==> src/design/vga_pkg.sv <==
package vga_pkg;

  // widths that carry a meaning
  typedef logic [14:0] color15_t;
  typedef logic [15:0] matte16_t;
  typedef logic [4:0]  chan5_t;
  typedef logic [2:0]  chan3_t;
  typedef logic [10:0] hcount_t;
  typedef logic [9:0]  vcount_t;
  typedef logic [5:0]  host_addr_t;
  typedef logic [7:0]  byte_t;
  typedef logic [1:0]  pix_idx_t;
  typedef logic [1:0]  dith_t;

  // host port, plain strobe write plus combinational read
  typedef struct packed {
    logic       wr;
    host_addr_t waddr;
    byte_t      wdata;
    host_addr_t raddr;
  } host_bus_t;

  // raster state of the current pixel
  typedef struct packed {
    logic       hsync;
    logic       vsync;
    logic       active;
    logic       vblank;
    logic       x_par;
    logic       y_par;
    logic [8:0] col;
    logic [8:0] row;
  } timing_t;

  typedef struct packed {
    pix_idx_t idx;
    logic     x_par;
    logic     y_par;
  } pixel_t;

  typedef struct packed {
    color15_t        bg;
    matte16_t [3:0]  glob;
    logic     [1:0]  dith_en;
  } palette_t;

  localparam byte_t IDENT_VALUE    = 8'h6d;
  localparam byte_t REVISION_VALUE = 8'h21;

  // register map
  localparam host_addr_t REG_IDENT  = 6'h00;
  localparam host_addr_t REG_REV    = 6'h01;
  localparam host_addr_t REG_FRAMES = 6'h02;
  localparam host_addr_t REG_VBLANK = 6'h03;
  localparam host_addr_t REG_DITH   = 6'h0d;
  localparam host_addr_t REG_BG_L   = 6'h0e;
  localparam host_addr_t REG_BG_H   = 6'h0f;
  localparam host_addr_t REG_G0_L   = 6'h16;
  localparam host_addr_t REG_G3_H   = 6'h1d;
  localparam host_addr_t REG_YY_L   = 6'h1e;
  localparam host_addr_t REG_YY_H   = 6'h1f;
  localparam host_addr_t TILE_BASE  = 6'h20;
  localparam host_addr_t TILE_LAST  = 6'h2f;

  // reset values
  localparam color15_t BG_RESET = 15'b010000011110100;
  localparam matte16_t [3:0] GLOB_RESET = {16'h8000, 16'h8000, 16'h8000, 16'hffff};
  localparam logic [1:0] DITH_RESET = 2'b11;

endpackage
==> src/design/gameduino_video.sv <==
`timescale 1ns/1ps

module gameduino_video
  import vga_pkg::*;
#(
  parameter int H_TOTAL        = 1040,
  parameter int H_ACTIVE       = 800,
  parameter int H_SYNC_START   = 861,
  parameter int H_SYNC_LEN     = 120,
  parameter int V_TOTAL        = 666,
  parameter int V_ACTIVE_START = 63,
  parameter int V_ACTIVE       = 600,
  parameter int V_SYNC_START   = 35,
  parameter int V_SYNC_LEN     = 6
)
(
  input  logic      vga_clk,
  input  logic      arst_n_i,
  input  host_bus_t host_i,
  output byte_t     host_rdata_o,
  output chan3_t    vga_red_o,
  output chan3_t    vga_green_o,
  output chan3_t    vga_blue_o,
  output logic      vga_hsync_n_o,
  output logic      vga_vsync_n_o
);

  timing_t    timing;
  byte_t      frames;
  logic       vblank;
  logic [8:0] public_yy;
  byte_t      tile_rdata;
  palette_t   palette;
  pixel_t     pixel;
  chan5_t     chan5 [3];
  chan3_t     chan3 [3];
  dith_t      dith;

  video_timing #(
    .H_TOTAL        (H_TOTAL),
    .H_ACTIVE       (H_ACTIVE),
    .H_SYNC_START   (H_SYNC_START),
    .H_SYNC_LEN     (H_SYNC_LEN),
    .V_TOTAL        (V_TOTAL),
    .V_ACTIVE_START (V_ACTIVE_START),
    .V_ACTIVE       (V_ACTIVE),
    .V_SYNC_START   (V_SYNC_START),
    .V_SYNC_LEN     (V_SYNC_LEN)
  ) u_timing (
    .vga_clk     (vga_clk),
    .arst_n_i    (arst_n_i),
    .timing_o    (timing),
    .frames_o    (frames),
    .vblank_o    (vblank),
    .public_yy_o (public_yy)
  );

  host_regs u_regs (
    .vga_clk      (vga_clk),
    .arst_n_i     (arst_n_i),
    .host_i       (host_i),
    .frames_i     (frames),
    .vblank_i     (vblank),
    .public_yy_i  (public_yy),
    .tile_rdata_i (tile_rdata),
    .palette_o    (palette),
    .host_rdata_o (host_rdata_o)
  );

  tile_pattern u_tile (
    .vga_clk      (vga_clk),
    .arst_n_i     (arst_n_i),
    .host_i       (host_i),
    .timing_i     (timing),
    .pixel_o      (pixel),
    .tile_rdata_o (tile_rdata)
  );

  color_compose u_compose (
    .pixel_i   (pixel),
    .palette_i (palette),
    .chan_o    (chan5),
    .dith_o    (dith)
  );

  // red, green, blue
  for (genvar i = 0; i < 3; i++)
  begin : g_chan
    channel_dither u_dither (
      .vga_clk  (vga_clk),
      .arst_n_i (arst_n_i),
      .chan_i   (chan5[i]),
      .dith_i   (dith),
      .chan_o   (chan3[i])
    );
  end

  vga_out u_out (
    .vga_clk       (vga_clk),
    .arst_n_i      (arst_n_i),
    .timing_i      (timing),
    .chan_i        (chan3),
    .vga_red_o     (vga_red_o),
    .vga_green_o   (vga_green_o),
    .vga_blue_o    (vga_blue_o),
    .vga_hsync_n_o (vga_hsync_n_o),
    .vga_vsync_n_o (vga_vsync_n_o)
  );

endmodule

==> src/design/vga_out.sv <==
`timescale 1ns/1ps

module vga_out
  import vga_pkg::*;
(
  input  logic    vga_clk,
  input  logic    arst_n_i,
  input  timing_t timing_i,
  input  chan3_t  chan_i [3],
  output chan3_t  vga_red_o,
  output chan3_t  vga_green_o,
  output chan3_t  vga_blue_o,
  output logic    vga_hsync_n_o,
  output logic    vga_vsync_n_o
);

  // {hsync, vsync, active}, two stages to match the colour path
  logic [2:0] flag_d1;
  logic [2:0] flag_d2;

  always_ff @(posedge vga_clk or negedge arst_n_i)
  begin
    if (!arst_n_i)
    begin
      flag_d1       <= '0;
      flag_d2       <= '0;
      vga_red_o     <= '0;
      vga_green_o   <= '0;
      vga_blue_o    <= '0;
      vga_hsync_n_o <= 1'b1;
      vga_vsync_n_o <= 1'b1;
    end
    else
    begin
      flag_d1 <= {timing_i.hsync, timing_i.vsync, timing_i.active};
      flag_d2 <= flag_d1;

      // black outside the visible area
      vga_red_o   <= flag_d2[0] ? chan_i[0] : '0;
      vga_green_o <= flag_d2[0] ? chan_i[1] : '0;
      vga_blue_o  <= flag_d2[0] ? chan_i[2] : '0;

      vga_hsync_n_o <= ~flag_d2[2];
      vga_vsync_n_o <= ~flag_d2[1];
    end
  end

endmodule

==> src/design/channel_dither.sv <==
`timescale 1ns/1ps

module channel_dither
  import vga_pkg::*;
(
  input  logic   vga_clk,
  input  logic   arst_n_i,
  input  chan5_t chan_i,
  input  dith_t  dith_i,
  output chan3_t chan_o
);

  logic [5:0] sum;
  chan3_t     reduced;
  chan3_t     chan_q;

  assign sum = {1'b0, chan_i} + {4'b0, dith_i};

  // clamp on carry out, otherwise drop the two low bits
  assign reduced = sum[5] ? 3'b111 : sum[4:2];

  always_ff @(posedge vga_clk or negedge arst_n_i)
  begin
    if (!arst_n_i)
      chan_q <= '0;
    else
      chan_q <= reduced;
  end

  assign chan_o = chan_q;

endmodule

==> src/design/color_compose.sv <==
`timescale 1ns/1ps

module color_compose
  import vga_pkg::*;
(
  input  pixel_t   pixel_i,
  input  palette_t palette_i,
  output chan5_t   chan_o [3],
  output dith_t    dith_o
);

  matte16_t matte;
  color15_t color;
  logic     x_dith;
  logic     y_dith;

  assign matte = palette_i.glob[pixel_i.idx];

  // transparent entries fall through to the background
  assign color = matte[15] ? palette_i.bg : matte[14:0];

  assign chan_o[0] = color[14:10];
  assign chan_o[1] = color[9:5];
  assign chan_o[2] = color[4:0];

  // 2x2 ordered pattern
  //   0 2
  //   3 1
  assign x_dith = pixel_i.x_par & palette_i.dith_en[0];
  assign y_dith = pixel_i.y_par & palette_i.dith_en[1];
  assign dith_o = {x_dith ^ y_dith, y_dith};

endmodule

==> src/design/tile_pattern.sv <==
`timescale 1ns/1ps

module tile_pattern
  import vga_pkg::*;
(
  input  logic      vga_clk,
  input  logic      arst_n_i,
  input  host_bus_t host_i,
  input  timing_t   timing_i,
  output pixel_t    pixel_o,
  output byte_t     tile_rdata_o
);

  byte_t [15:0] tile_q;
  logic  [3:0]  sel_addr;
  byte_t        sel_byte;
  pix_idx_t     pix_next;
  pixel_t       pixel_q;

  // 8x8 tile, two bytes per row
  always_ff @(posedge vga_clk or negedge arst_n_i)
  begin
    if (!arst_n_i)
      tile_q <= '0;
    else if (host_i.wr && (host_i.waddr[5:4] == TILE_BASE[5:4]))
      tile_q[host_i.waddr[3:0]] <= host_i.wdata;
  end

  assign tile_rdata_o = tile_q[host_i.raddr[3:0]];

  assign sel_addr = {timing_i.row[2:0], timing_i.col[2]};
  assign sel_byte = tile_q[sel_addr];
  // leftmost pixel sits in the top two bits
  assign pix_next = sel_byte[{~timing_i.col[1:0], 1'b1} -: 2];

  always_ff @(posedge vga_clk or negedge arst_n_i)
  begin
    if (!arst_n_i)
    begin
      pixel_q <= '0;
    end
    else
    begin
      pixel_q.idx   <= pix_next;
      pixel_q.x_par <= timing_i.x_par;
      pixel_q.y_par <= timing_i.y_par;
    end
  end

  assign pixel_o = pixel_q;

endmodule

==> src/design/host_regs.sv <==
`timescale 1ns/1ps

module host_regs
  import vga_pkg::*;
(
  input  logic       vga_clk,
  input  logic       arst_n_i,
  input  host_bus_t  host_i,
  input  byte_t      frames_i,
  input  logic       vblank_i,
  input  logic [8:0] public_yy_i,
  input  byte_t      tile_rdata_i,
  output palette_t   palette_o,
  output byte_t      host_rdata_o
);

  color15_t       bg_q;
  matte16_t [3:0] glob_q;
  logic     [1:0] dith_q;
  host_addr_t     g_woff;
  host_addr_t     g_roff;

  // offsets into the global colour block, two bytes per entry
  assign g_woff = host_i.waddr - REG_G0_L;
  assign g_roff = host_i.raddr - REG_G0_L;

  always_ff @(posedge vga_clk or negedge arst_n_i)
  begin
    if (!arst_n_i)
    begin
      bg_q   <= BG_RESET;
      glob_q <= GLOB_RESET;
      dith_q <= DITH_RESET;
    end
    else if (host_i.wr)
    begin
      case (host_i.waddr) inside
        REG_DITH:
          dith_q <= host_i.wdata[1:0];
        REG_BG_L:
          bg_q[7:0] <= host_i.wdata;
        REG_BG_H:
          bg_q[14:8] <= host_i.wdata[6:0];
        [REG_G0_L:REG_G3_H]:
        begin
          if (g_woff[0])
            glob_q[g_woff[2:1]][15:8] <= host_i.wdata;
          else
            glob_q[g_woff[2:1]][7:0] <= host_i.wdata;
        end
        default:
        begin
          // read-only or tile address, nothing stored here
        end
      endcase
    end
  end

  assign palette_o.bg      = bg_q;
  assign palette_o.glob    = glob_q;
  assign palette_o.dith_en = dith_q;

  // combinational read-back
  always_comb
  begin
    case (host_i.raddr) inside
      REG_IDENT:
        host_rdata_o = IDENT_VALUE;
      REG_REV:
        host_rdata_o = REVISION_VALUE;
      REG_FRAMES:
        host_rdata_o = frames_i;
      REG_VBLANK:
        host_rdata_o = {7'b0, vblank_i};
      REG_DITH:
        host_rdata_o = {6'b0, dith_q};
      REG_BG_L:
        host_rdata_o = bg_q[7:0];
      REG_BG_H:
        host_rdata_o = {1'b0, bg_q[14:8]};
      [REG_G0_L:REG_G3_H]:
      begin
        if (g_roff[0])
          host_rdata_o = glob_q[g_roff[2:1]][15:8];
        else
          host_rdata_o = glob_q[g_roff[2:1]][7:0];
      end
      REG_YY_L:
        host_rdata_o = public_yy_i[7:0];
      REG_YY_H:
        host_rdata_o = {7'b0, public_yy_i[8]};
      [TILE_BASE:TILE_LAST]:
        host_rdata_o = tile_rdata_i;
      default:
        host_rdata_o = 8'hff;
    endcase
  end

endmodule

==> src/design/video_timing.sv <==
`timescale 1ns/1ps

module video_timing
  import vga_pkg::*;
#(
  parameter int H_TOTAL        = 1040,
  parameter int H_ACTIVE       = 800,
  parameter int H_SYNC_START   = 861,
  parameter int H_SYNC_LEN     = 120,
  parameter int V_TOTAL        = 666,
  parameter int V_ACTIVE_START = 63,
  parameter int V_ACTIVE       = 600,
  parameter int V_SYNC_START   = 35,
  parameter int V_SYNC_LEN     = 6
)
(
  input  logic       vga_clk,
  input  logic       arst_n_i,
  output timing_t    timing_o,
  output byte_t      frames_o,
  output logic       vblank_o,
  output logic [8:0] public_yy_o
);

  localparam hcount_t H_LAST      = hcount_t'(H_TOTAL - 1);
  localparam hcount_t H_ACT_END   = hcount_t'(H_ACTIVE);
  localparam hcount_t H_SYNC_FROM = hcount_t'(H_SYNC_START);
  localparam hcount_t H_SYNC_TO   = hcount_t'(H_SYNC_START + H_SYNC_LEN);
  localparam vcount_t V_LAST      = vcount_t'(V_TOTAL - 1);
  localparam vcount_t V_ACT_FROM  = vcount_t'(V_ACTIVE_START);
  localparam vcount_t V_ACT_TO    = vcount_t'(V_ACTIVE_START + V_ACTIVE);
  localparam vcount_t V_SYNC_FROM = vcount_t'(V_SYNC_START);
  localparam vcount_t V_SYNC_TO   = vcount_t'(V_SYNC_START + V_SYNC_LEN);

  hcount_t hcount_q;
  vcount_t vcount_q;
  byte_t   frames_q;
  logic    line_end;
  logic    frame_end;
  logic    v_window;
  vcount_t yy;

  assign line_end  = (hcount_q == H_LAST);
  assign frame_end = line_end && (vcount_q == V_LAST);

  always_ff @(posedge vga_clk or negedge arst_n_i)
  begin
    if (!arst_n_i)
    begin
      hcount_q <= '0;
      vcount_q <= '0;
      frames_q <= '0;
    end
    else
    begin
      if (line_end)
        hcount_q <= '0;
      else
        hcount_q <= hcount_q + hcount_t'(1);

      if (frame_end)
      begin
        vcount_q <= '0;
        frames_q <= frames_q + byte_t'(1);
      end
      else if (line_end)
      begin
        vcount_q <= vcount_q + vcount_t'(1);
      end
    end
  end

  // row index inside the visible window
  assign v_window = (vcount_q >= V_ACT_FROM) && (vcount_q < V_ACT_TO);
  assign yy       = vcount_q - V_ACT_FROM;

  assign timing_o.hsync  = (hcount_q >= H_SYNC_FROM) && (hcount_q < H_SYNC_TO);
  assign timing_o.vsync  = (vcount_q >= V_SYNC_FROM) && (vcount_q < V_SYNC_TO);
  assign timing_o.active = v_window && (hcount_q < H_ACT_END);
  assign timing_o.vblank = !v_window;
  // half resolution coordinates, parity bits drive the dither
  assign timing_o.x_par  = hcount_q[0];
  assign timing_o.y_par  = yy[0];
  assign timing_o.col    = hcount_q[9:1];
  assign timing_o.row    = yy[9:1];

  assign frames_o    = frames_q;
  assign vblank_o    = !v_window;
  // host sees line 300 while blanked
  assign public_yy_o = v_window ? yy[9:1] : 9'd300;

endmodule

==> config.mk <==
export PLATFORM = sky130hd
export DESIGN_NAME = gameduino_video
export DESIGN_NICKNAME = d
export VERILOG_FILES = /design/src/design/vga_pkg.sv /design/src/design/gameduino_video.sv /design/src/design/vga_out.sv /design/src/design/channel_dither.sv /design/src/design/color_compose.sv /design/src/design/tile_pattern.sv /design/src/design/host_regs.sv /design/src/design/video_timing.sv
export SDC_FILE = /design/constraint.sdc
export NUM_CORES = 1
export LEC_CHECK = 0
export CAP_MARGIN = 15
export CELL_PAD_IN_SITES_DETAIL_PLACEMENT = 1
export CELL_PAD_IN_SITES_GLOBAL_PLACEMENT = 1
export CORE_ASPECT_RATIO = 0.75
export CORE_UTILIZATION = 54
export DETAILED_ROUTE_END_ITERATION = 10
export DONT_BUFFER_PORTS = 1
export GPL_TIMING_DRIVEN = 0
export PLACE_DENSITY_LB_ADDON = 0.12
export SLEW_MARGIN = 20
export SYNTH_ARGS = -nofsm -noshare
export SYNTH_HDL_FRONTEND = slang
export SYNTH_SLANG_ARGS = --single-unit
==> constraint.sdc <==
create_clock -name vga_clk -period 3.69 [get_ports vga_clk]
set_input_delay 0.1845 -clock vga_clk [delete_from_list [all_inputs] [get_ports vga_clk]]
set_output_delay 0.1845 -clock vga_clk [all_outputs]
set_load 0.05 [all_outputs]
# After elaboration in Yosys (flattened, before gate mapping)
# Cells that the tools add are included.
[op_classes] n_addsub=9 n_lt_le_gt_ge=21 n_eq_ne=14 shift=1 n_mux=41 bitwise=9 reduce_logical=18
[ops] cell="128-bit bitwise mux" count=1
[ops] cell="64-bit bitwise mux" count=2
[ops] cell="8-bit 2-to-1 mux" count=16
[ops] cell="16-bit binary-select mux with 2-bit select" count=2
[ops] cell="8-bit binary-select mux with 4-bit select" count=2
[ops] cell="16-bit demux with 2-bit select" count=2
[ops] cell="64-bit 2-to-1 mux" count=1
[ops] cell="16-bit 2-to-1 mux" count=3
[ops] cell="6-bit by 4-bit equality test with 1-bit output, second input constant" count=6
[ops] cell="8-bit demux with 4-bit select" count=1
[ops] cell="11-bit by 10-bit < comparator with 1-bit output, second input constant" count=2
[ops] cell="10-bit by 6-bit >= comparator with 1-bit output, second input constant" count=2
[ops] cell="10-bit 2-to-1 mux" count=2
[ops] cell="5-bit by 2-bit adder with 6-bit output" count=3
[ops] cell="3-bit 2-to-1 mux" count=6
[ops] cell="4-bit by 5-bit < comparator with 1-bit output, second input constant" count=3
[ops] cell="15-bit 2-to-1 mux" count=1
[ops] cell="6-bit by 2-bit equality test with 1-bit output, second input constant" count=2
[ops] cell="6-bit by 5-bit equality test with 1-bit output, second input constant" count=2
[ops] cell="6-bit by 5-bit >= comparator with 1-bit output, second input constant" count=2
[ops] cell="6-bit by 5-bit less-or-equal comparator with 1-bit output, second input constant" count=2
[ops] cell="11-bit by 1-bit adder with 11-bit output, second input constant" count=1
[ops] cell="11-bit equality test, second input constant" count=1
[ops] cell="11-bit by 10-bit >= comparator with 1-bit output, second input constant" count=1
[ops] cell="other kinds (29)" count=47
[totals] register_bits=268 in_bits=23 output_inout_bits=19

# Depth between registers and ports, before layout
[logic_depth] word_depth=13 depth_mapped=10 depth_no_buf=8

# Modules after synthesis
# A second synthesis with hierarchy kept.
[hier_totals] hier_cells=1074 hier_area_um2=14776.7
[modules_own_cells] mod="tile_pattern" instances=1 cells_per_inst=428 area_each_um2=6942.9 seq_area_each_um2=3303.2
[modules_own_cells] mod="host_regs" instances=1 cells_per_inst=341 area_each_um2=4425.5 seq_area_each_um2=2060.7
[modules_own_cells] mod="video_timing" instances=1 cells_per_inst=201 area_each_um2=1830.5 seq_area_each_um2=725.7
[modules_own_cells] mod="color_compose" instances=1 cells_per_inst=40 area_each_um2=643.1 seq_area_each_um2=0.0
[modules_own_cells] mod="vga_out" instances=1 cells_per_inst=28 area_each_um2=491.7 seq_area_each_um2=427.9
[modules_own_cells] mod="channel_dither" instances=3 cells_per_inst=12 area_each_um2=147.6 seq_area_each_um2=75.1

# Least setup slack after synthesis
# Ideal clock, no wire load.
[synth_path] kind="register -> output" start="register u_timing.vcount_q[0]" end="output port host_rdata_o[4]" arrival_time_ps=3304 required_time_ps=3506 slack_ps=202 path_stages_with_launch=9 n_path_buf=1 cell_sequence="dfrtp_1 > ha_1 > clkbuf_1 > nand2_1 > nor2_1 > o221ai_1 > nor2_1 > a21oi_1 > nor4_1"
[synth_via] elab_chain_cells=12 elab_cells_between_ends=14 classes_between="1 x add/sub; 2 x order compare; 10 x mux; 1 x reduce/logical"
[synth_rtl] element="from (decl)" line="video_timing.sv:36" rtl="vcount_t vcount_q;"
[synth_rtl] element="from (signal assigned)" line="video_timing.sv:68" rtl="vcount_q <= vcount_q + vcount_t'(1);"
[synth_rtl] element="10-bit by 6-bit >= comparator with 1-bit output / 10-bit < comparator (equally long branches)" line="video_timing.sv:74" rtl="assign v_window = (vcount_q >= V_ACT_FROM) && (vcount_q < V_ACT_TO);"
[synth_rtl] element="1-bit logical AND" line="video_timing.sv:74"
[synth_rtl] element="9-bit 2-to-1 mux *" line="video_timing.sv:90" rtl="assign public_yy_o = v_window ? yy[9:1] : 9'd300;"
[synth_rtl] element="8-bit 2-to-1 mux * (9 in series)" line="host_regs.sv:66" rtl="case (host_i.raddr) inside"
[synth_rtl] element="to (decl)" line="gameduino_video.sv:20" rtl="output byte_t host_rdata_o,"
# Mark *: on every way between the ends. The rest lies on a longest branch, timed or not.

# Worst setup path after layout
[layout_path] start="register u_timing.vcount_q[0]" end="output port host_rdata_o[0]"
[layout_via] elab_chain_cells=13 elab_cells_between_ends=16 classes_between="1 x add/sub; 2 x order compare; 11 x mux; 2 x reduce/logical"
[layout_rtl] element="10-bit by 6-bit >= comparator with 1-bit output / 10-bit < comparator (equally long branches)" line="video_timing.sv:74"
[layout_rtl] element="1-bit logical AND" line="video_timing.sv:74"
[layout_rtl] element="9-bit 2-to-1 mux" line="video_timing.sv:90"
[layout_rtl] element="8-bit 2-to-1 mux (6 in series)" line="host_regs.sv:66"
[layout_rtl] element="8-bit 2-to-1 mux * (4 in series)" line="host_regs.sv:66"
# Marks and branches as above.

==> results.ini <==
[worst_setup_path]
crit_arrival_ps=3340
slowest_stage=clkbuf_1
cp.required_ps=3510
crit_path_end_kind=output pin
reg2reg_slack_ps=180
timing.rr.start=u_timing.vcount_q[0]
worstSetupPathType=reg -> out
slowest_delay_ps=460
startpoint_type=flop
path_max_fanout=10
crit_start=u_timing.vcount_q[0]
crit_top_cell=buf_2
crit_chain=inv_1 -> ha_1 -> clkbuf_1 -> buf_2 -> buf_2 -> nand3_1 -> a31oi_4

[floorplan]
ios=42
core-area_um2=26100
fp.dieW_um=191
rows=51
start_util=0.552
die_height_um=143
die_area_um2=27300

[cells_and_area]
multiInputGateArea_um2=7380
nets=1138
syn2layout_area_growth_pct=11.6
final_util=0.615
layout.cells.non_filler=1472
fillCellCount=2480
layout-drive-gt1-share=0.398
stdcell_area_um2=16100
regArea_um2=6740

[power]
power.static_leakage_nw=6.89
power_mw=8.07
p_per_area_nw_per_um2=503
irDropWorstVdd_mv=0.441

[clock_tree]
path_clk_slew_ps=60
clock-root-buffer=clkbuf_16
cts_buffer_depth=3
postCtsSetupBuffers=0
cts_tree=yes
numCtsBuffers=28
hold_buffers=8
h-tree-depth=1
clock_latency_ps=590
clock-sinks=268

[placed_design]
dpl.cell_count=1411
port_buffers=0
routabilityCongestion=0.926
dpl.hpwl_um=30500
place_area_um2=14900
post-place-ws_ps=-8.66

[job]
drv_cap=0

[sta]
hold_viol=268
period_minus_slack_ps=3520
whs_ps=-683
slew_headroom=0.204
drv_slew=0
fmax_mhz=284
fin_ws_ps=170
rsz0062_at_grt=false
finalCritPeriodShare=0.954
setup_tns_ps=0
clock_skew_ps=35.2
max_slew.worst_pin.slew_ps=1190
setup-violations-final=0

[yosys]
synth_cell_type_count=67
ys_warn_count=0
syn_inst=1066
synth_area_um2=14400
synth_edf_count=0
ys_seq_elements=268
syn-num-nets=1099
synth_flop_cell=dfrtp_1
avgSynthCellArea_um2=13.5
yosysSeqAreaShare=0.468
async_reset_ff_frac=1.00

[routing]
dr.pass1.iters=5
first_iter_violations=946
finalWirelength_um=46200
wire_per_inst_um=31.4
avgViaCountPerCell=6.88
vias=10128
ant_nets=0
drcViolationCount=0

[grt]
grt_first_pass_wirelength_um=69500
grt_max_degree=269
grt_usage=0.352
busiest_layer=met2
gr-usage-met3=0.0835
grt_use_met1=0.519
overflow=0
use_met2=0.526
antenna_found_initial=0
grt_pass1_vias=10452

[outcome]
failed_checks=negative hold slack
status=finished with violations

[hold_path]
hold_path_class=in -> async

## final timing paths
check                                                to  cells past startpoint
setup / recovery                        host_rdata_o[0]                      7
hold / removal                       u_out.vga_red_o[0]                      0
setup reg to reg                      u_tile.pixel_o[3]                      9
hold reg to reg                        u_out.flag_d2[1]                      0
max in group asynchronous  g_chan[2].u_dither.chan_o[0]                      0
min in group vga_clk                   u_regs.dith_q[1]                      2
## per-layer routing
metal	up-vias	part of all wire
li1	4117	-
met1	5445	0.44
met2	490	0.45
met3	76	0.091
met4	0	0.022
met5	-	0
## report_power, final
part	switching, mW	total [mW]	internal, mW
Clock	1.29	3.20	1.92
Combinational	0.594	1.27	0.680
Sequential	0.273	3.59	3.32
Total	2.15	8.07	5.92
## cells by family after synthesis
kind of cell | count (synthesis) | share of synthesized area
DFF | 268 | 0.468
adders and majority gates | 10 | 0.00869
and+or+nand+nor | 196 | 0.0688
AOI/OAI and AO/OA | 130 | 0.0571
buffers and inverters | 86 | 0.0264
muxes | 350 | 0.354
xor gates and xnor gates | 26 | 0.0163
## cells in the mapped netlist, drive strengths merged (7+ instances only)
master    n  area, µm²
dfstp    29        762
nand3    21        105
o31ai    12       90.1
xnor2    15        139
buf      30        170
o21ai    36        180
nor2b     8       50.1
inv      13       48.8
a21oi    33        165
xor2     11       96.3
mux2i    22        220
and2     14       95.1
mux4    102       2310
nor3     13       65.1
a31oi    10       62.6
or3       7       43.8
dfrtp   239       5980
ha       10        125
mux2    226       2570
clkbuf   43        161
nor2     41        164
nand2    55        206
## layout make-up
cell class / instances / area share
antenna: 1 / 0.000156
buffer: 72 / 0.0205
clock buffer: 36 / 0.0486
clock inverter: 16 / 0.0157
inverter: 13 / 0.00304
multi-input combinational: 712 / 0.459
sequential: 268 / 0.420
tap: 344 / 0.0268
timing repair buffer: 10 / 0.00592
## registers in the layout (all words and copies together), names as in the netlist
register,count
u_tile.tile_q,128
u_regs.palette_o,64
u_regs.bg_q,15
u_timing.hcount_q,11
u_timing.vcount_q,10
g_chan.u_dither.chan_o,9
u_timing.frames_o,8
u_tile.pixel_o,4
u_out.flag_d1,3
u_out.flag_d2,3
u_out.vga_blue_o,3
u_out.vga_green_o,3
u_out.vga_red_o,3
u_regs.dith_q,2
u_out.vga_hsync_n_o,1
u_out.vga_vsync_n_o,1
## critical path: cells and delay by family (launching register included)
| kind | cells | cell delay (ps) |
|---|---|---|
| AND/OR/NAND/NOR | 1 | 190 |
| adder cells (fa/ha/maj) | 1 | 300 |
| buffers and inverters | 4 | 1350 |
| flip-flops | 1 | 450 |
| AO/OA/AOI/OAI | 1 | 460 |
## timing repair
| item | CTS | global route |
|---|---|---|
| pin swaps | 2 | 1 |
| resized for setup | 8 | 1 |
| endpoints found under the hold margin | 317 | 268 |
| setup endpoints to repair | 9 | 8 |
## cell usage in the layout (no fill, tap or decap), drive strengths merged, types with 5 or more instances in the layout
master and n:
dfrtp 239, mux2 226, mux4 102, clkbuf 78, nand2 55, nor2 41, o21ai 36, a21oi 33
buf 32, dfstp 29, mux2i 22, nand3 21, xnor2 15, and2 14, inv 13, nor3 13
o31ai 12, xor2 11, ha 10, a31oi 10, nor2b 8, dlygate4sd3 8, or3 7, clkinv 7
o21a 6, and3 6, bufinv 6, or2 6, nand4 5
Power figures use the tool's default switching activity.
